[config.mk]
export PLATFORM = sky130hd
export DESIGN_NAME = msg_net_top
export DESIGN_NICKNAME = d
export VERILOG_FILES = /design/src/logic/msg_pkg.sv /design/src/logic/dbg_pkg.sv /design/src/logic/redun_calc.sv /design/src/logic/msg_source.sv /design/src/logic/msg_split.sv /design/src/logic/msg_sink_check.sv /design/src/logic/dbg_apb_regs.sv /design/src/logic/msg_net_top.sv
export VERILOG_INCLUDE_DIRS = /design/src /design/src/logic
export SDC_FILE = /design/constraint.sdc
export NUM_CORES = 1
export LEC_CHECK = 0
export BUFFER_PORTS_ARGS = -buffer_cell sky130_fd_sc_hd__buf_2
export CORE_MARGIN = 2
export CORE_UTILIZATION = 40
export DETAILED_ROUTE_END_ITERATION = 12
export GPL_TIMING_DRIVEN = 1
export PLACE_DENSITY = 0.56
export SLEW_MARGIN = 20
export SYNTH_ARGS = -nofsm -noshare
export SYNTH_HDL_FRONTEND = slang
export SYNTH_SLANG_ARGS = --single-unit
[constraint.sdc]
create_clock -name dbg_clk -period 3.4 [get_ports dbg_clk]
set_input_delay 0.17 -clock dbg_clk [delete_from_list [all_inputs] [get_ports dbg_clk]]
set_output_delay 0.17 -clock dbg_clk [all_outputs]
set_load 0.02 [all_outputs]
[src/logic/msg_net_settings.svh]
`ifndef MSG_NET_SETTINGS_SVH
`define MSG_NET_SETTINGS_SVH

// Message field widths
`define MSG_ADDR_W 6
`define MSG_DATA_W 8
`define MSG_RED_W 4

// Fixed source address of the traffic generator
`define DBG_SRC_ADDR 9

// Destination window, wraps from max back to min
`define ADDR_MIN 1
`define ADDR_MAX 6

// Inclusive range routed to sink 0
`define ROUTE0_LO 1
`define ROUTE0_HI 3

// Largest legal data value
`define DATA_MAX 15

// APB register map
`define REG_CTRL 8'h00
`define REG_STATUS 8'h04
`define REG_ERR0 8'h08
`define REG_ERR1 8'h0C
`define REG_CNT0 8'h10
`define REG_CNT1 8'h14
`define REG_CAP0 8'h18
`define REG_CAP1 8'h1C

`endif

[src/logic/msg_pkg.sv]
`include "msg_net_settings.svh"

package msg_pkg;

	typedef logic [`MSG_ADDR_W-1:0] msg_addr_t;
	typedef logic [`MSG_DATA_W-1:0] msg_data_t;
	typedef logic [`MSG_RED_W-1:0] msg_red_t;

	typedef enum logic {
		ROUTE_SINK0,
		ROUTE_SINK1
	} route_t;

	// Sink selected by destination range
	function automatic route_t route_of(msg_addr_t dst);
		if ((dst >= msg_addr_t'(`ROUTE0_LO)) && (dst <= msg_addr_t'(`ROUTE0_HI))) begin
			return ROUTE_SINK0;
		end
		return ROUTE_SINK1;
	endfunction

endpackage

[src/logic/dbg_pkg.sv]
package dbg_pkg;

	// Code 4 stays unused, negative data cannot occur
	typedef enum logic [3:0] {
		ERR_NONE  = 4'd0,
		ERR_ROUTE = 4'd1,
		ERR_SRC   = 4'd2,
		ERR_RANGE = 4'd3,
		ERR_RED   = 4'd5,
		ERR_SEQ   = 4'd6
	} err_case_t;

	typedef enum logic [1:0] {
		SPLIT_IDLE,
		SPLIT_FWD,
		SPLIT_RET
	} split_state_t;

	typedef logic [15:0] msg_cnt_t;

endpackage

[src/logic/redun_calc.sv]
`include "msg_net_settings.svh"

module redun_calc (
	input msg_pkg::msg_addr_t src,
	input msg_pkg::msg_addr_t dst,
	input msg_pkg::msg_data_t dat,
	output msg_pkg::msg_red_t red
);
	import msg_pkg::*;

	// Fields padded up to whole nibbles
	localparam int ADDR_PAD = 4 * ((`MSG_ADDR_W + 3) / 4);
	localparam int DATA_PAD = 4 * ((`MSG_DATA_W + 3) / 4);
	localparam int ALL_W = 2 * ADDR_PAD + DATA_PAD;

	logic [ALL_W-1:0] all_bits;
	msg_red_t sum;

	// Nibble sum, carries drop off the top
	always_comb begin
		all_bits = {ADDR_PAD'(src), ADDR_PAD'(dst), DATA_PAD'(dat)};
		sum = '0;
		for (int i = 0; i < ALL_W / 4; i++) begin
			sum = sum + all_bits[4*i +: 4];
		end
	end

	assign red = sum;

endmodule

[src/logic/msg_source.sv]
`include "msg_net_settings.svh"

module msg_source (
	input logic dbg_clk,
	input logic rst,
	input logic run,
	input logic inject_red,
	output logic busy,
	output logic inject_done,
	output logic src_req,
	input logic src_ack,
	output msg_pkg::msg_addr_t src,
	output msg_pkg::msg_addr_t dst,
	output msg_pkg::msg_data_t dat,
	output msg_pkg::msg_red_t red
);
	import msg_pkg::*;

	logic [3:0] dat_cnt0;
	logic [3:0] dat_cnt1;
	logic sent;
	logic load;
	logic send;
	route_t load_route;
	msg_red_t red_calc;

	assign src = msg_addr_t'(`DBG_SRC_ADDR);
	assign load_route = route_of(dst);

	// Load when idle, request one cycle later
	assign load = !busy && run;
	assign send = busy && !sent && !src_ack;

	redun_calc u_redun (
		.src(src),
		.dst(dst),
		.dat(dat),
		.red(red_calc)
	);

	always_ff @(posedge dbg_clk) begin
		if (rst) begin
			busy <= 1'b0;
			sent <= 1'b0;
			src_req <= 1'b0;
			inject_done <= 1'b0;
			dst <= msg_addr_t'(`ADDR_MIN);
			dat_cnt0 <= '0;
			dat_cnt1 <= '0;
		end else begin
			inject_done <= 1'b0;
			if (load) begin
				busy <= 1'b1;
				// Each route keeps its own sequence
				if (load_route == ROUTE_SINK0) begin
					dat_cnt0 <= dat_cnt0 + 1'b1;
				end else begin
					dat_cnt1 <= dat_cnt1 + 1'b1;
				end
			end else if (send) begin
				src_req <= 1'b1;
				sent <= 1'b1;
				inject_done <= inject_red;
			end else if (busy && sent && src_req && src_ack) begin
				src_req <= 1'b0;
				if (dst >= msg_addr_t'(`ADDR_MAX)) begin
					dst <= msg_addr_t'(`ADDR_MIN);
				end else begin
					dst <= dst + 1'b1;
				end
			end else if (busy && sent && !src_req && !src_ack) begin
				busy <= 1'b0;
				sent <= 1'b0;
			end
		end
	end

	always_ff @(posedge dbg_clk) begin
		if (load) begin
			dat <= (load_route == ROUTE_SINK0) ? msg_data_t'(dat_cnt0) : msg_data_t'(dat_cnt1);
		end
		// Fault injection flips the low checksum bit
		if (send) begin
			red <= inject_red ? (red_calc ^ msg_red_t'(1)) : red_calc;
		end
	end

endmodule

[src/logic/msg_split.sv]
module msg_split (
	input logic dbg_clk,
	input logic rst,
	input logic src_req,
	input msg_pkg::msg_addr_t src,
	input msg_pkg::msg_addr_t dst,
	input msg_pkg::msg_data_t dat,
	input msg_pkg::msg_red_t red,
	output logic src_ack,
	output logic s0_req,
	output logic s1_req,
	input logic s0_ack,
	input logic s1_ack,
	output msg_pkg::msg_addr_t m_src,
	output msg_pkg::msg_addr_t m_dst,
	output msg_pkg::msg_data_t m_dat,
	output msg_pkg::msg_red_t m_red
);
	import msg_pkg::*;
	import dbg_pkg::*;

	split_state_t state;
	route_t route;
	logic sink_ack;
	logic take;

	assign take = (state == SPLIT_IDLE) && src_req;
	assign sink_ack = (route == ROUTE_SINK0) ? s0_ack : s1_ack;

	// Only the held route sees a request
	assign s0_req = (state == SPLIT_FWD) && (route == ROUTE_SINK0);
	assign s1_req = (state == SPLIT_FWD) && (route == ROUTE_SINK1);

	always_ff @(posedge dbg_clk) begin
		if (rst) begin
			state <= SPLIT_IDLE;
			route <= ROUTE_SINK0;
			src_ack <= 1'b0;
		end else begin
			case (state)
				SPLIT_IDLE: begin
					if (take) begin
						route <= route_of(dst);
						state <= SPLIT_FWD;
					end
				end
				SPLIT_FWD: begin
					if (sink_ack) begin
						src_ack <= 1'b1;
						state <= SPLIT_RET;
					end
				end
				SPLIT_RET: begin
					// Wait for both sides to finish
					if (!src_req && !sink_ack) begin
						src_ack <= 1'b0;
						state <= SPLIT_IDLE;
					end
				end
				default: state <= SPLIT_IDLE;
			endcase
		end
	end

	always_ff @(posedge dbg_clk) begin
		if (take) begin
			m_src <= src;
			m_dst <= dst;
			m_dat <= dat;
			m_red <= red;
		end
	end

endmodule

[src/logic/msg_sink_check.sv]
`include "msg_net_settings.svh"

module msg_sink_check #(
	parameter msg_pkg::route_t SINK_ROUTE = msg_pkg::ROUTE_SINK0
) (
	input logic dbg_clk,
	input logic rst,
	input logic req,
	input msg_pkg::msg_addr_t src,
	input msg_pkg::msg_addr_t dst,
	input msg_pkg::msg_data_t dat,
	input msg_pkg::msg_red_t red,
	output logic ack,
	output logic err,
	output dbg_pkg::err_case_t err_case,
	output dbg_pkg::msg_cnt_t msg_cnt,
	output msg_pkg::msg_addr_t cap_dst,
	output msg_pkg::msg_data_t cap_dat,
	output msg_pkg::msg_red_t cap_red,
	output msg_pkg::msg_red_t cap_red_calc
);
	import msg_pkg::*;
	import dbg_pkg::*;

	msg_red_t red_calc;
	logic [3:0] prev_dat;
	logic have_prev;
	logic take;
	err_case_t check_case;

	assign take = req && !ack;

	redun_calc u_redun (
		.src(src),
		.dst(dst),
		.dat(dat),
		.red(red_calc)
	);

	// Checks in priority order
	always_comb begin
		check_case = ERR_NONE;
		if (route_of(dst) != SINK_ROUTE) begin
			check_case = ERR_ROUTE;
		end else if (src != msg_addr_t'(`DBG_SRC_ADDR)) begin
			check_case = ERR_SRC;
		end else if (dat > msg_data_t'(`DATA_MAX)) begin
			check_case = ERR_RANGE;
		end else if (red != red_calc) begin
			check_case = ERR_RED;
		end else if (have_prev && (dat[3:0] != prev_dat + 1'b1)) begin
			// first message has nothing to follow
			check_case = ERR_SEQ;
		end
	end

	always_ff @(posedge dbg_clk) begin
		if (rst) begin
			ack <= 1'b0;
			err <= 1'b0;
			err_case <= ERR_NONE;
			msg_cnt <= '0;
			have_prev <= 1'b0;
			prev_dat <= '0;
			cap_dst <= '0;
			cap_dat <= '0;
			cap_red <= '0;
			cap_red_calc <= '0;
		end else if (take) begin
			ack <= 1'b1;
			msg_cnt <= msg_cnt + 1'b1;
			if (!err) begin
				if (check_case != ERR_NONE) begin
					// Latch first failure only
					err <= 1'b1;
					err_case <= check_case;
					cap_dst <= dst;
					cap_dat <= dat;
					cap_red <= red;
					cap_red_calc <= red_calc;
				end else begin
					have_prev <= 1'b1;
					prev_dat <= dat[3:0];
				end
			end
		end else if (!req && ack) begin
			ack <= 1'b0;
		end
	end

endmodule

[src/logic/dbg_apb_regs.sv]
`include "msg_net_settings.svh"

module dbg_apb_regs (
	input logic dbg_clk,
	input logic rst,
	input logic psel,
	input logic penable,
	input logic pwrite,
	input logic [7:0] paddr,
	input logic [31:0] pwdata,
	output logic [31:0] prdata,
	output logic pready,
	output logic pslverr,
	output logic run,
	output logic inject_red,
	input logic busy,
	input logic inject_done,
	input logic err0,
	input logic err1,
	input dbg_pkg::err_case_t err_case0,
	input dbg_pkg::err_case_t err_case1,
	input dbg_pkg::msg_cnt_t cnt0,
	input dbg_pkg::msg_cnt_t cnt1,
	input msg_pkg::msg_addr_t cap_dst0,
	input msg_pkg::msg_data_t cap_dat0,
	input msg_pkg::msg_red_t cap_red0,
	input msg_pkg::msg_red_t cap_red_calc0,
	input msg_pkg::msg_addr_t cap_dst1,
	input msg_pkg::msg_data_t cap_dat1,
	input msg_pkg::msg_red_t cap_red1,
	input msg_pkg::msg_red_t cap_red_calc1,
	output logic [3:0] leds
);
	import msg_pkg::*;

	logic wr_en;
	logic addr_ok;

	// Captured message, one field per byte lane
	function automatic logic [31:0] pack_cap(msg_addr_t d, msg_data_t v, msg_red_t r,
			msg_red_t rc);
		logic [31:0] word;
		word = '0;
		word[24 +: `MSG_ADDR_W] = d;
		word[16 +: `MSG_DATA_W] = v;
		word[8 +: `MSG_RED_W] = r;
		word[0 +: `MSG_RED_W] = rc;
		return word;
	endfunction

	assign wr_en = psel && penable && pwrite;
	assign pready = 1'b1;
	assign pslverr = psel && penable && !addr_ok;
	assign leds = {1'b0, busy, err1, err0};

	always_comb begin
		addr_ok = 1'b1;
		case (paddr)
			`REG_CTRL: prdata = {30'b0, inject_red, run};
			`REG_STATUS: prdata = {29'b0, busy, err1, err0};
			`REG_ERR0: prdata = {28'b0, err_case0};
			`REG_ERR1: prdata = {28'b0, err_case1};
			`REG_CNT0: prdata = {16'b0, cnt0};
			`REG_CNT1: prdata = {16'b0, cnt1};
			`REG_CAP0: prdata = pack_cap(cap_dst0, cap_dat0, cap_red0, cap_red_calc0);
			`REG_CAP1: prdata = pack_cap(cap_dst1, cap_dat1, cap_red1, cap_red_calc1);
			default: begin
				prdata = '0;
				addr_ok = 1'b0;
			end
		endcase
	end

	always_ff @(posedge dbg_clk) begin
		if (rst) begin
			run <= 1'b0;
			inject_red <= 1'b0;
		end else if (wr_en && (paddr == `REG_CTRL)) begin
			run <= pwdata[0];
			inject_red <= pwdata[1];
		end else if (inject_done) begin
			// Source took the fault
			inject_red <= 1'b0;
		end
	end

endmodule

[src/logic/msg_net_top.sv]
module msg_net_top (
	input logic dbg_clk,
	input logic rst,
	input logic psel,
	input logic penable,
	input logic pwrite,
	input logic [7:0] paddr,
	input logic [31:0] pwdata,
	output logic [31:0] prdata,
	output logic pready,
	output logic pslverr,
	output logic [3:0] leds
);
	import msg_pkg::*;
	import dbg_pkg::*;

	logic run;
	logic inject_red;
	logic busy;
	logic inject_done;

	logic src_req;
	logic src_ack;
	msg_addr_t src;
	msg_addr_t dst;
	msg_data_t dat;
	msg_red_t red;

	logic s0_req;
	logic s0_ack;
	logic s1_req;
	logic s1_ack;
	msg_addr_t m_src;
	msg_addr_t m_dst;
	msg_data_t m_dat;
	msg_red_t m_red;

	logic err0;
	logic err1;
	err_case_t err_case0;
	err_case_t err_case1;
	msg_cnt_t cnt0;
	msg_cnt_t cnt1;
	msg_addr_t cap_dst0;
	msg_addr_t cap_dst1;
	msg_data_t cap_dat0;
	msg_data_t cap_dat1;
	msg_red_t cap_red0;
	msg_red_t cap_red1;
	msg_red_t cap_red_calc0;
	msg_red_t cap_red_calc1;

	msg_source u_source (
		.dbg_clk(dbg_clk),
		.rst(rst),
		.run(run),
		.inject_red(inject_red),
		.busy(busy),
		.inject_done(inject_done),
		.src_req(src_req),
		.src_ack(src_ack),
		.src(src),
		.dst(dst),
		.dat(dat),
		.red(red)
	);

	msg_split u_split (
		.dbg_clk(dbg_clk),
		.rst(rst),
		.src_req(src_req),
		.src(src),
		.dst(dst),
		.dat(dat),
		.red(red),
		.src_ack(src_ack),
		.s0_req(s0_req),
		.s1_req(s1_req),
		.s0_ack(s0_ack),
		.s1_ack(s1_ack),
		.m_src(m_src),
		.m_dst(m_dst),
		.m_dat(m_dat),
		.m_red(m_red)
	);

	// Both sinks share the held message fields
	msg_sink_check #(.SINK_ROUTE(ROUTE_SINK0)) u_sink0 (
		.dbg_clk(dbg_clk),
		.rst(rst),
		.req(s0_req),
		.src(m_src),
		.dst(m_dst),
		.dat(m_dat),
		.red(m_red),
		.ack(s0_ack),
		.err(err0),
		.err_case(err_case0),
		.msg_cnt(cnt0),
		.cap_dst(cap_dst0),
		.cap_dat(cap_dat0),
		.cap_red(cap_red0),
		.cap_red_calc(cap_red_calc0)
	);

	msg_sink_check #(.SINK_ROUTE(ROUTE_SINK1)) u_sink1 (
		.dbg_clk(dbg_clk),
		.rst(rst),
		.req(s1_req),
		.src(m_src),
		.dst(m_dst),
		.dat(m_dat),
		.red(m_red),
		.ack(s1_ack),
		.err(err1),
		.err_case(err_case1),
		.msg_cnt(cnt1),
		.cap_dst(cap_dst1),
		.cap_dat(cap_dat1),
		.cap_red(cap_red1),
		.cap_red_calc(cap_red_calc1)
	);

	dbg_apb_regs u_regs (
		.dbg_clk(dbg_clk),
		.rst(rst),
		.psel(psel),
		.penable(penable),
		.pwrite(pwrite),
		.paddr(paddr),
		.pwdata(pwdata),
		.prdata(prdata),
		.pready(pready),
		.pslverr(pslverr),
		.run(run),
		.inject_red(inject_red),
		.busy(busy),
		.inject_done(inject_done),
		.err0(err0),
		.err1(err1),
		.err_case0(err_case0),
		.err_case1(err_case1),
		.cnt0(cnt0),
		.cnt1(cnt1),
		.cap_dst0(cap_dst0),
		.cap_dat0(cap_dat0),
		.cap_red0(cap_red0),
		.cap_red_calc0(cap_red_calc0),
		.cap_dst1(cap_dst1),
		.cap_dat1(cap_dat1),
		.cap_red1(cap_red1),
		.cap_red_calc1(cap_red_calc1),
		.leds(leds)
	);

endmodule

### Word-level counts from Yosys, hierarchy flattened

Index checks and enable logic that the tools add are counted.

* register bits after elaboration: 152
* input port bits: 45
* output and inout port bits: 38

* mux-type cells: 48
* magnitude comparators: 6
* bitwise logic cells: 9
* equal/unequal tests: 18
* reduce and logical (&&, ||, !) cells: 60
* add/subtract/negate cells: 15

Operators by type and width (count)
* case mux 30 bit (8 select lines): 1
* adder 16 x 1 -> 16 bit, second input constant: 2
* equality test 8 x 5 -> 1 bit, second input constant: 4
* 2-to-1 mux 1 bit: 32
* 2-to-1 mux 4 bit: 7
* AND reduction 3 bit: 9
* logical AND 1 bit: 24
* adder 4 x 1 -> 4 bit, second input constant: 4
* adder 4 bit: 4
* equality test 8 x 4 -> 1 bit, second input constant: 2
* nonzero test 2 bit: 7
* >= comparator 6 x 1 -> 1 bit, second input constant: 2
* <= comparator 6 x 2 -> 1 bit, second input constant: 2
* != test 2 x 1 -> 1 bit, second input constant: 6
* != test 4 bit: 3
* zero test 1 bit: 10
* NOT 1 bit: 9
* adder 4 x 2 -> 4 bit: 2
* adder 4 bit, second input constant: 2
* equality test 8 x 3 -> 1 bit, second input constant: 1
* > comparator 8 x 4 -> 1 bit, second input constant: 1
* zero test 8 bit: 1
* AND reduction 2 bit: 4
* nonzero test 4 bit: 2
* 12 further kinds: 15

### Logic depth before layout (Yosys ltp)

Gate-level depths: netlist of the first run.

* depth after elaboration: 11
* gate-level depth with buffers: 14
* gate-level depth less buffers: 11

### Hierarchy

Synthesis of the first run repeated with hierarchy kept, for this count alone.

* cells, all modules: 877
* area, all modules: 8884.8 sq um

By module, submodules not included
* msg_sink_check (u_sink0): cells an instance 244, sequential area each 960.9 sq um, area an instance 2327.2 sq um, times used 1
* msg_sink_check (u_sink1): cells an instance 242, sequential area each 960.9 sq um, area an instance 2244.7 sq um, times used 1
* msg_source: cells an instance 116, sequential area each 600.6 sq um, area an instance 1248.7 sq um, times used 1
* redun_calc: cells an instance 41, sequential area each 0.0 sq um, area an instance 389.1 sq um, times used 3
* dbg_apb_regs: cells an instance 106, sequential area each 40.0 sq um, area an instance 953.4 sq um, times used 1
* msg_split: cells an instance 46, sequential area each 800.8 sq um, area an instance 943.4 sq um, times used 1

### Worst setup path before layout of the first run

No wires, ideal clock.

* kind: flip-flop to flip-flop
* from: register u_split.m_dat[1]
* to: register u_sink1.cap_dst[0]
* slack: 0.473 ns
* arrival: 2.807 ns
* cell stages (with the launch flop): 11
* required time: 3.280 ns
* buffers on the path: 2
* clock period less this slack: 2.927 ns
* cell sequence: edfxtp_1 > fa_1 > inv_1 > fa_1 > xor2_1 > and3_1 > buf_2 > nand2_1 > o31a_4 > buf_6 > mux2i_1

* longest elaborated chain between the ends: 10

RTL lines
* start, declared: line msg_split.sv:16 `output msg_pkg::msg_data_t m_dat,`
* start signal, assigned: line msg_split.sv:69 `m_dat <= dat;`
* adder 4 bit (2 in series): line redun_calc.sv:24 `sum = sum + all_bits[4*i +: 4];`
* adder 4 x 2 -> 4 bit: line redun_calc.sv:24
* adder 4 bit: line redun_calc.sv:24
* != test 4 bit: line msg_sink_check.sv:49 `end else if (red != red_calc) begin`
* 2-to-1 mux 4 bit: line msg_sink_check.sv:49
* 2-to-1 mux 4 bit *: line msg_sink_check.sv:47 `` end else if (dat > msg_data_t'(`DATA_MAX)) begin ``
* 2-to-1 mux 4 bit *: line msg_sink_check.sv:43 `if (route_of(dst) != SINK_ROUTE) begin`
* nonzero test 4 bit *: line msg_sink_check.sv:73 `if (check_case != ERR_NONE) begin`
* AND reduction 3 bit (no line) *
* end signal, assigned: line msg_sink_check.sv:77 `cap_dst <= dst;`
* end, declared: line msg_sink_check.sv:17 `output msg_pkg::msg_addr_t cap_dst,`

Mark *: on every way between the ends. The rest lies on a longest branch, timed or not.
A chain may end at the register's enable or synchronous reset.

### Worst setup path in the final report of the first run

* from: register u_split.m_dst[1]
* to: register u_sink1.cap_dat[1]

* longest elaborated chain between the ends: 9

RTL lines
* start, declared: line msg_split.sv:15 `output msg_pkg::msg_addr_t m_dst,`
* start signal, assigned: line msg_split.sv:68 `m_dst <= dst;`
* adder 4 bit: line redun_calc.sv:24
* adder 4 x 2 -> 4 bit: line redun_calc.sv:24
* adder 4 bit: line redun_calc.sv:24
* != test 4 bit: line msg_sink_check.sv:49
* 2-to-1 mux 4 bit: line msg_sink_check.sv:49
* 2-to-1 mux 4 bit: line msg_sink_check.sv:47
* 2-to-1 mux 4 bit *: line msg_sink_check.sv:43
* nonzero test 4 bit *: line msg_sink_check.sv:73
* AND reduction 3 bit (no line) *
* end signal, assigned: line msg_sink_check.sv:78 `cap_dat <= dat;`
* end, declared: line msg_sink_check.sv:18 `output msg_pkg::msg_data_t cap_dat,`

Marks and branches as above.

==> results of run 1 <==
worst reg2reg max path, stage by stage, from the launching register on:
cell	delay (ps)
edfxtp_1	470
fa_1	600
inv_1	70
fa_1	570
xor2_1	180
and3_1	230
nand2_1	150
o31ai_4	480
mux2i_1	250
cells in the mapped netlist, types with 3 or more instances:
master	count	share of area
edfxtp_1	22	0.098
a31oi_1	3	0.0028
xor2_1	29	0.038
nor2_1	75	0.042
nand2b_1	3	0.0028
nor3_1	12	0.0089
xnor2_1	24	0.031
a211oi_1	5	0.0055
o31ai_1	4	0.0044
nor2b_1	5	0.0046
or3_1	5	0.0046
buf_4	11	0.012
clkbuf_1	21	0.012
o21ai_0	23	0.017
buf_2	4	0.0030
xor3_1	3	0.011
ha_1	22	0.041
o21a_1	4	0.0044
a22oi_1	6	0.0067
nand4_1	16	0.015
dfxtp_1	112	0.33
nand2_1	85	0.047
a22o_1	11	0.014
and3_1	7	0.0065
a21oi_1	29	0.021
mux2i_1	60	0.089
mux2_2	7	0.012
nor3b_1	4	0.0044
nand3_1	24	0.018
fa_1	4	0.012
inv_1	27	0.015
how the worst min path moves through the flow:
stage / start / endpoint / slack [ps] / cells after the start
floorplan: pwdata[1] / u_regs.inject_red / 310 / 2
global placement: u_source.red[1] / u_split.m_red[1] / 400 / 0
detailed placement: u_source.red[1] / u_split.m_red[1] / 410 / 0
CTS: pwdata[1] / u_regs.inject_red / 20 / 3
global route: pwdata[1] / u_regs.inject_red / 20 / 3
finish: pwdata[1] / u_regs.inject_red / 20 / 3
per-stage QoR:
step	area, um^2	hold WS, ps
floorplan	6790	306
global placement	7170	403
detailed placement	7170	410
CTS	7780	17.7
global route	7780	21.7
finish	7780	24.5
layer usage:
| layer | track usage | vias to the layer above | part of all wire |
|---|---|---|---|
| met5 | 0 | - | 0 |
| met4 | 0.0503 | 0 | 0.0097 |
| met3 | 0.0469 | 11 | 0.049 |
| met2 | 0.285 | 102 | 0.46 |
| met1 | 0.240 | 2464 | 0.48 |
| li1 | - | 2541 | - |
layout make-up:
cell class | count | area [um^2] | area share
Multi-Input combinational cell | 514 | 3560 | 0.458
Inverter | 28 | 105 | 0.0135
Clock inverter | 5 | 31.3 | 0.00402
Sequential cell | 134 | 2900 | 0.373
Timing Repair Buffer | 58 | 340 | 0.0438
Clock buffer | 26 | 563 | 0.0724
Tap cell | 220 | 275 | 0.0354
timing repair:
action | CTS | global route
hold buffers | 1 | 0
endpoints found under the hold margin | 1 | 0
gates resized for setup | 0 | 0
kinds of logic (layout without fill, tap and decap cells):
| family | after synthesis | count (layout) | share of synthesized area |
|---|---|---|---|
| flops | 134 | 134 | 0.429 |
| mux | 67 | 67 | 0.100 |
| buf+inv | 70 | 117 | 0.0497 |
| compound gates | 106 | 106 | 0.110 |
| simple gates | 248 | 248 | 0.166 |
| xor+xnor | 59 | 59 | 0.0908 |
| other cells | 2 | 8 | 0.00111 |
| fa+ha+maj | 26 | 26 | 0.0525 |
state kept, by name, summed over array words and instances (netlist names), 4 cells and up:
name,flops
u_sink0.cap_dst,6
u_sink0.cap_red_calc,4
u_sink0.prev_dat,4
u_sink1.cap_dst,6
u_sink1.cap_dat,4
u_source.red,4
u_source.dat_cnt0,4
u_sink1.cap_red,4
u_sink0.cap_red,4
u_source.dst,6
u_split.m_dst,6
u_source.dat_cnt1,4
u_sink0.cap_dat,4
u_sink1.prev_dat,4
u_sink0.msg_cnt,16
u_sink1.cap_red_calc,4
u_split.m_red,4
u_source.dat,4
u_split.m_dat,4
u_sink1.msg_cnt,16
placed cells by master (no fill, tap or decap), types with 3 or more instances in the layout:
cell	n
dfxtp_1	112
nand2_1	85
nor2_1	75
mux2i_1	60
buf_2	44
a21oi_1	29
xor2_1	29
inv_1	27
nand3_1	24
xnor2_1	24
o21ai_0	23
ha_1	22
edfxtp_1	22
clkbuf_16	20
nand4_1	16
buf_4	12
nor3_1	11
a22o_1	11
conb_1	8
mux2_2	7
and3_1	7
a22oi_1	6
nor2b_1	5
a211oi_1	5
or3_1	5
o21a_1	4
o31ai_1	4
fa_1	4
clkbuf_8	4
nand2b_1	3
nor3b_1	3
a31oi_1	3
xor3_1	3
clkinv_2	3
power breakdown:
part	switching, mW	leakage [nW]	internal, mW
clock	0.669	0.294	1.13
sequential	0.0378	1.10	1.65
combinational	0.243	1.73	0.149
total	0.949	3.13	2.94
==> flow_summary.json, run 1 <==
{
  "rows": 47,
  "dieArea_mm2": 0.0180,
  "hp-class": "in -> reg",
  "timing.final.hold_violations": 0,
  "final_core_util": 0.469,
  "dp_worst_setup_slack_ps": 352,
  "finalNonFillerCells": 985,
  "setup_tns_ps": 0,
  "ys_types": 61,
  "grt.total_usage": 0.179,
  "clkSinkCount": 134,
  "p_leak_nw": 3.13,
  "slowest_delay_ps": 600,
  "r2r-end": "u_sink1.cap_dat[1]",
  "reg2regPathDepth": 8,
  "antenna_found_initial": 0,
  "die_x_um": 134,
  "cp-end-kind": "register",
  "grt_pass1_vias": 4973,
  "viasPerCell": 5.20,
  "drt_wl_total_um": 15600,
  "crit_start": "u_split.m_dst[1]",
  "post_cts_buffers": 0,
  "synthesis.area_mm2": 0.00677,
  "totalPowerFinal_mw": 3.89,
  "clk_latency_ps": 420,
  "numPortBuffers": 44,
  "core_mm2": 0.0166,
  "rsz0062_at_grt": "false",
  "slew_headroom": 0.345,
  "crit_arrival_ps": 3410,
  "ios": 83,
  "synth-seq-cells": 134,
  "crit_family": "adder cells",
  "drive_above_1_share": 0.144,
  "min_period_over_period": 0.900,
  "die_h_um": 134,
  "r2r-start": "u_split.m_dst[1]",
  "ant_nets": 0,
  "clockBufferDepth": 2,
  "seq_area_frac_synth": 0.429,
  "setup_slack_ps": 341,
  "period_needed_ps": 3060,
  "clock_skew_ps": 9.12,
  "synth_edf_count": 22,
  "fill_cells": 1586,
  "max_freq_mhz": 327,
  "remaining_drc_errors": 0,
  "hpwl_um": 11300,
  "async_reset_ff_frac": 0,
  "numCtsBuffers": 17,
  "area_growth_pct": 14.9,
  "startpoint_type": "register",
  "cpMaxStageDelayCell": "fa_1",
  "crit_end": "u_sink1.cap_dat[1]",
  "drtPass1Iterations": 5,
  "run_status": "complete, no violations",
  "worst_pin_slew_ps": 974,
  "grt_overflow": 0,
  "required_ps": 3750,
  "path_depth": 8,
  "diodes": 0,
  "routedWlPerCell_um": 15.8,
  "dp_cells": 953,
  "place.gp.congestion": 0.872,
  "vias": 5118,
  "crit_type": "reg -> reg",
  "cts-htree-levels": 4,
  "grt_pass1_wl_um": 25400,
  "synth_ff_type": "dfxtp_1",
  "fin_nets": 824,
  "crit_buf_inv": 1,
  "cts_root_buf": "clkbuf_16",
  "vdd_drop_max_uv": 404,
  "avgSynthCellArea_um2": 9.50,
  "setup_viol_count_final": 0,
  "grt_max_degree": 68,
  "yosys_warnings": 0,
  "maxCapViolCount": 0,
  "crit_top_cell": "fa_1",
  "powerDensity_mw_per_mm2": 500,
  "drv_slew": 0,
  "syn-instance-count": 712,
  "path_clk_slew_ps": 60,
  "drtIter0Drc": 340,
  "reg2reg_slack_ps": 340,
  "path_max_fanout": 6,
  "cts_tree": "yes",
  "start_util": 0.408,
  "cp_cell_sequence": "fa_1, inv_1, fa_1, xor2_1, and3_1, nand2_1, o31ai_4, mux2i_1"
}
(Power assumes the default switching activity.)
==> run 2: changes to the inputs <==
Settings changed: PLACE_DENSITY 0.56 to unset, PLACE_DENSITY_LB_ADDON set to 0.05.
==> run 2 against run 1 <==
  * First-iteration DRC count fell by 22%
  * Count of clock-buffer cells in the layout fell by 9
  * Via count fell by 0.45%
  * Critical endpoint is now u_sink0.cap_red_calc[2]
  * Sequential share of layout area rose by 0.10 points
  * Largest power group unchanged
  * Hold slack improved by 230 ps
  * Maximum frequency fell by 2.4%
==> flow_summary.json, run 2 (same netlist as run 1, synthesis figures left out) <==
{
  "drtPass1Iterations": 4,
  "rsz0062_at_grt": "false",
  "drt_wl_total_um": 15700,
  "final_area_mm2": 0.00776,
  "hpwl_um": 11200,
  "startpoint_type": "register",
  "viasPerCell": 5.15,
  "crit_type": "reg -> reg",
  "ios": 83,
  "crit_buf_inv": 2,
  "rows": 47,
  "multiInputGateArea_mm2": 0.00356,
  "cts_resized": 0,
  "fill_cells": 1614,
  "numCtsBuffers": 17,
  "area_growth_pct": 14.6,
  "cp-end-kind": "register",
  "grt_pass1_vias": 4938,
  "holdWs_ps": 254,
  "path_max_fanout": 14,
  "start_util": 0.408,
  "cp_cell_sequence": "fa_1, inv_1, fa_1, xor2_1, and3_1, nand2_1, o31ai_4, buf_4, mux2i_1",
  "grt_max_degree": 68,
  "clockBufferDepth": 2,
  "maxCapViolCount": 0,
  "grt_overflow": 0,
  "dp_worst_setup_slack_ps": 274,
  "mostFrequentLayoutCells": "112 x dfxtp_1, 85 x nand2_1, 75 x nor2_1",
  "powerDensity_mw_per_mm2": 494,
  "cts_tree": "yes",
  "die_x_um": 134,
  "hp-class": "in -> reg",
  "dpl_cell_area_mm2": 0.00718,
  "required_ps": 3750,
  "cts-htree-levels": 4,
  "crit_arrival_ps": 3480,
  "path_clk_slew_ps": 60,
  "timing.final.hold_violations": 0,
  "grt_pass1_wl_um": 25700,
  "max_freq_mhz": 319,
  "drv_slew": 0,
  "setup_viol_count_final": 0,
  "crit_top_cell": "fa_1",
  "diodes": 0,
  "period_needed_ps": 3140,
  "worst_pin_slew_ps": 960,
  "p_leak_nw": 3.12,
  "slew_headroom": 0.359,
  "cpMaxStageDelayCell": "fa_1",
  "remaining_drc_errors": 0,
  "antenna_found_initial": 0,
  "core_mm2": 0.0166,
  "drtIter0Drc": 265,
  "grt.total_usage": 0.184,
  "vias": 5095,
  "seqCellArea_mm2": 0.00290,
  "setup_tns_ps": 0,
  "slowest_delay_ps": 580,
  "fin_nets": 827,
  "clkSinkCount": 134,
  "routedWlPerCell_um": 15.8,
  "final_common_cell": "dfxtp_1",
  "run_status": "complete, no violations",
  "die_h_um": 134,
  "reg_top3": "u_sink0.msg_cnt (16), u_sink1.msg_cnt (16)",
  "dieArea_mm2": 0.0180,
  "clock_skew_ps": 13.9,
  "clk_latency_ps": 420,
  "min_period_over_period": 0.922,
  "cts_root_buf": "clkbuf_16",
  "ant_nets": 0,
  "totalPowerFinal_mw": 3.83,
  "crit_family": "adder cells",
  "drive_above_1_share": 0.150,
  "setup_slack_ps": 264,
  "place.gp.congestion": 0.818,
  "numPortBuffers": 44,
  "vdd_drop_max_uv": 357
}
==> run 2: cell types whose count changed in the layout (fill, tap and decap cells not counted), sizes merged <==
cell	before	now
buf	57	59
clkbuf	26	17
clkinv	4	2
clkinvlp	1	2
dlygate4sd3	1	2
inv	28	39
==> run 2: area by class of cell <==
type,count,share of cell area
inverters,28,0.0136
clock inverters,15,0.0174
repair buffers,61,0.0455
well taps,220,0.0355
clock buffers,17,0.0548
flip-flops and latches,134,0.374
multi-input cells,514,0.459
==> run 2: layer usage <==
| metal | track usage | up-vias | routed length (um) |
|---|---|---|---|
| met4 | 0.0520 | 0 | 165 |
| met3 | 0.0529 | 13 | 864 |
| met5 | 0 | - | 0 |
| met2 | 0.294 | 112 | 7190 |
| met1 | 0.244 | 2409 | 7440 |
| li1 | - | 2561 | - |
==> run 2: final timing paths <==
check | from | endpoint | slack [ps] | depth (start not counted)
worst max register to register | u_split.m_dst[1] | u_sink0.cap_red_calc[2] | 260 | 9
worst max-delay path | u_split.m_dst[1] | u_sink0.cap_red_calc[2] | 260 | 9
worst min-delay path | pwrite | u_regs.inject_red | 250 | 6
worst min register to register | u_source.red[3] | u_split.m_red[3] | 420 | 0
==> run 2: metrics by stage <==
stage                     utilization  cells
after floorplan                     -    718
after global placement          0.433    955
after detailed placement        0.433    955
after CTS                       0.468    989
after global routing            0.468    989
final                           0.468    989
==> run 2: where the power goes <==
group	total, mW	internal [mW]	switching, mW
registers	1.69	1.65	0.0383
clock network	1.75	0.964	0.782
logic	0.394	0.147	0.247
total	3.83	2.76	1.07
==> run 2: worst register-to-register path, stage by stage, from the launching register on <==
cell and delay, ps:
edfxtp_1 440, fa_1 580, inv_1 60, fa_1 580, xor2_1 190, and3_1 320
nand2_1 150, o31ai_4 180, buf_4 320, mux2i_1 240
==> run 2: repair_timing <==
action / CTS / global route
hold buffers: 2 / 0
buffers inserted: 0 / 0
endpoints found under the hold margin: 2 / 0
==> run 3: changes to the inputs <==
Settings changed: PLACE_DENSITY_LB_ADDON 0.05 to unset.
==> run 3 against run 2 <==
  * Register-to-register slack better by 20 ps
  * Clock power increased by 3%
  * Cell count down 0.30%
  * Global-route usage is essentially flat
  * Maximum frequency rose by 0.72%
  * Largest cell class unchanged
  * Core utilization rose by 0.090 points
  * Via count is 2.2% higher
  * Hold slack worse by 250 ps
  * Clock skew fell by 5.6 ps
  * Flip-flop and latch count unchanged
==> flow_summary.json, run 3 (same netlist as run 1, synthesis figures left out) <==
{
  "reg2regPathDepth": 9,
  "remaining_drc_errors": 0,
  "drive_above_1_share": 0.145,
  "period_needed_ps": 3110,
  "die_x_um": 134,
  "grt.total_usage": 0.184,
  "r2r-start": "u_split.m_dst[1]",
  "setup_slack_ps": 287,
  "clkSinkCount": 134,
  "drtIter0Drc": 286,
  "p_leak_nw": 3.11,
  "antenna_found_initial": 1,
  "hp-class": "in -> reg",
  "crit_type": "reg -> reg",
  "timing.final.hold_violations": 0,
  "cp-end-kind": "register",
  "setup_tns_ps": 0,
  "min_period_over_period": 0.916,
  "run_status": "complete, no violations",
  "cts_resized": 0,
  "setup_viol_count_final": 0,
  "crit_start": "u_split.m_dst[1]",
  "fin_nets": 823,
  "path_max_fanout": 6,
  "grt_max_degree": 68,
  "core_mm2": 0.0166,
  "totalPowerFinal_mw": 3.88,
  "worst_pin_slew_ps": 1010,
  "final_common_cell": "dfxtp_1",
  "path_clk_slew_ps": 60,
  "routedWlPerCell_um": 15.8,
  "startpoint_type": "register",
  "place.gp.congestion": 0.896,
  "crit_arrival_ps": 3470,
  "drtPass1Iterations": 4,
  "numPortBuffers": 44,
  "slew_headroom": 0.322,
  "ios": 83,
  "rows": 47,
  "rsz0062_at_grt": "false",
  "maxCapViolCount": 0,
  "hold_start": "pwdata[1]",
  "grt_pass1_wl_um": 25800,
  "ant_nets": 0,
  "fill_cells": 1555,
  "grt_overflow": 0,
  "cpMaxStageDelayCell": "fa_1",
  "r2r-end": "u_sink1.cap_dat[0]",
  "grt_pass1_vias": 5146,
  "crit_top_cell": "fa_1",
  "dieArea_mm2": 0.0180,
  "dp_worst_setup_slack_ps": 223,
  "required_ps": 3750,
  "hpwl_um": 11200,
  "drv_slew": 0,
  "cts_root_buf": "clkbuf_16",
  "start_util": 0.408,
  "hold_depth": 3,
  "area_growth_pct": 14.8,
  "clock_skew_ps": 8.27,
  "powerDensity_mw_per_mm2": 499,
  "seqCellArea_mm2": 0.00290,
  "hold_path_end": "u_regs.inject_red",
  "mostFrequentLayoutCells": "112 x dfxtp_1, 85 x nand2_1, 75 x nor2_1",
  "slowest_delay_ps": 620,
  "drt_wl_total_um": 15600,
  "crit_family": "adder cells",
  "cp_cell_sequence": "fa_1, inv_1, fa_1, xor2_1, and3_1, nand2_1, o31ai_4, buf_4, mux2i_1",
  "numCtsBuffers": 17,
  "max_freq_mhz": 321,
  "die_h_um": 134,
  "clk_latency_ps": 430,
  "viasPerCell": 5.28,
  "multiInputGateArea_mm2": 0.00357,
  "vias": 5208,
  "reg2reg_slack_ps": 290,
  "vdd_drop_max_uv": 384,
  "reg_top3": "u_sink0.msg_cnt (16), u_sink1.msg_cnt (16)",
  "cts-htree-levels": 4,
  "cts_tree": "yes",
  "crit_buf_inv": 2,
  "clockBufferDepth": 2
}
run 3: cell count changes in the layout (fill, tap and decap cells not counted), moves of 2 or more:
| cell | delta |
|---|---|
| clkinv_4 | +2 |
| buf_4 | -4 |
| inv_4 | +2 |
| clkbuf_8 | +3 |
| inv_6 | -8 |
| inv_8 | -2 |
run 3: worst max-delay path by stage:
stage / to / slack (ps) / depth (start not counted)
after floorplan: u_sink1.cap_dst[0] / 470 / 10
after global placement: u_sink1.cap_dat[1] / 310 / 8
after detailed placement: u_sink1.cap_dat[0] / 220 / 8
after CTS: u_sink1.cap_dat[0] / 200 / 8
after global routing: u_sink1.cap_dat[0] / 120 / 9
final: u_sink1.cap_dat[0] / 290 / 9
run 3: area by class of cell:
| type | count | area share |
|---|---|---|
| timing repair buffer | 57 | 0.0428 |
| antenna | 1 | 0.000322 |
| clock inverter | 10 | 0.0118 |
| tap | 220 | 0.0354 |
| sequential | 134 | 0.374 |
| multi-input combinational | 514 | 0.459 |
| clock buffer | 22 | 0.0638 |
| inverter | 28 | 0.0135 |
run 3: worst min-delay path, delay by kind of cell:
| kind | cells | cell delay, ps |
|---|---|---|
| AOI/OAI and AO/OA | 1 | 50 |
| buffers and inverters | 1 | 110 |
| and+or+nand+nor | 1 | 50 |
run 3: what timing repair did:
action | CTS | global route
hold buffers | 1 | 0
endpoints found under the hold margin | 1 | 0
setup endpoints to repair | 0 | 1
buffers inserted | 0 | 2
run 3: per-layer routing:
metal / global-route usage / vias to the layer above / wire, um
met4: 0.0743 / 0 / 338
li1: - / 2555 / -
met1: 0.234 / 2511 / 7020
met2: 0.299 / 114 / 7400
met3: 0.0491 / 28 / 837
met5: 0 / - / 0
run 3: power breakdown:
| part | internal (mW) | switching, mW |
|---|---|---|
| registers | 1.65 | 0.0388 |
| clock network | 1.11 | 0.692 |
| logic | 0.148 | 0.241 |
| total | 2.91 | 0.972 |
run 3: metrics by stage:
| stage | hold slack (ps) | util | cell area, um^2 | std cells |
|---|---|---|---|---|
| 2_1_floorplan | 306 | - | 6790 | 718 |
| 3_3_place_gp | 405 | 0.431 | 7150 | 950 |
| 3_5_place_dp | 412 | 0.431 | 7150 | 950 |
| 4_1_cts | 2.60 | 0.467 | 7750 | 983 |
| 5_1_grt | 19.3 | 0.469 | 7770 | 986 |
| 6_report | 6.35 | 0.469 | 7770 | 986 |
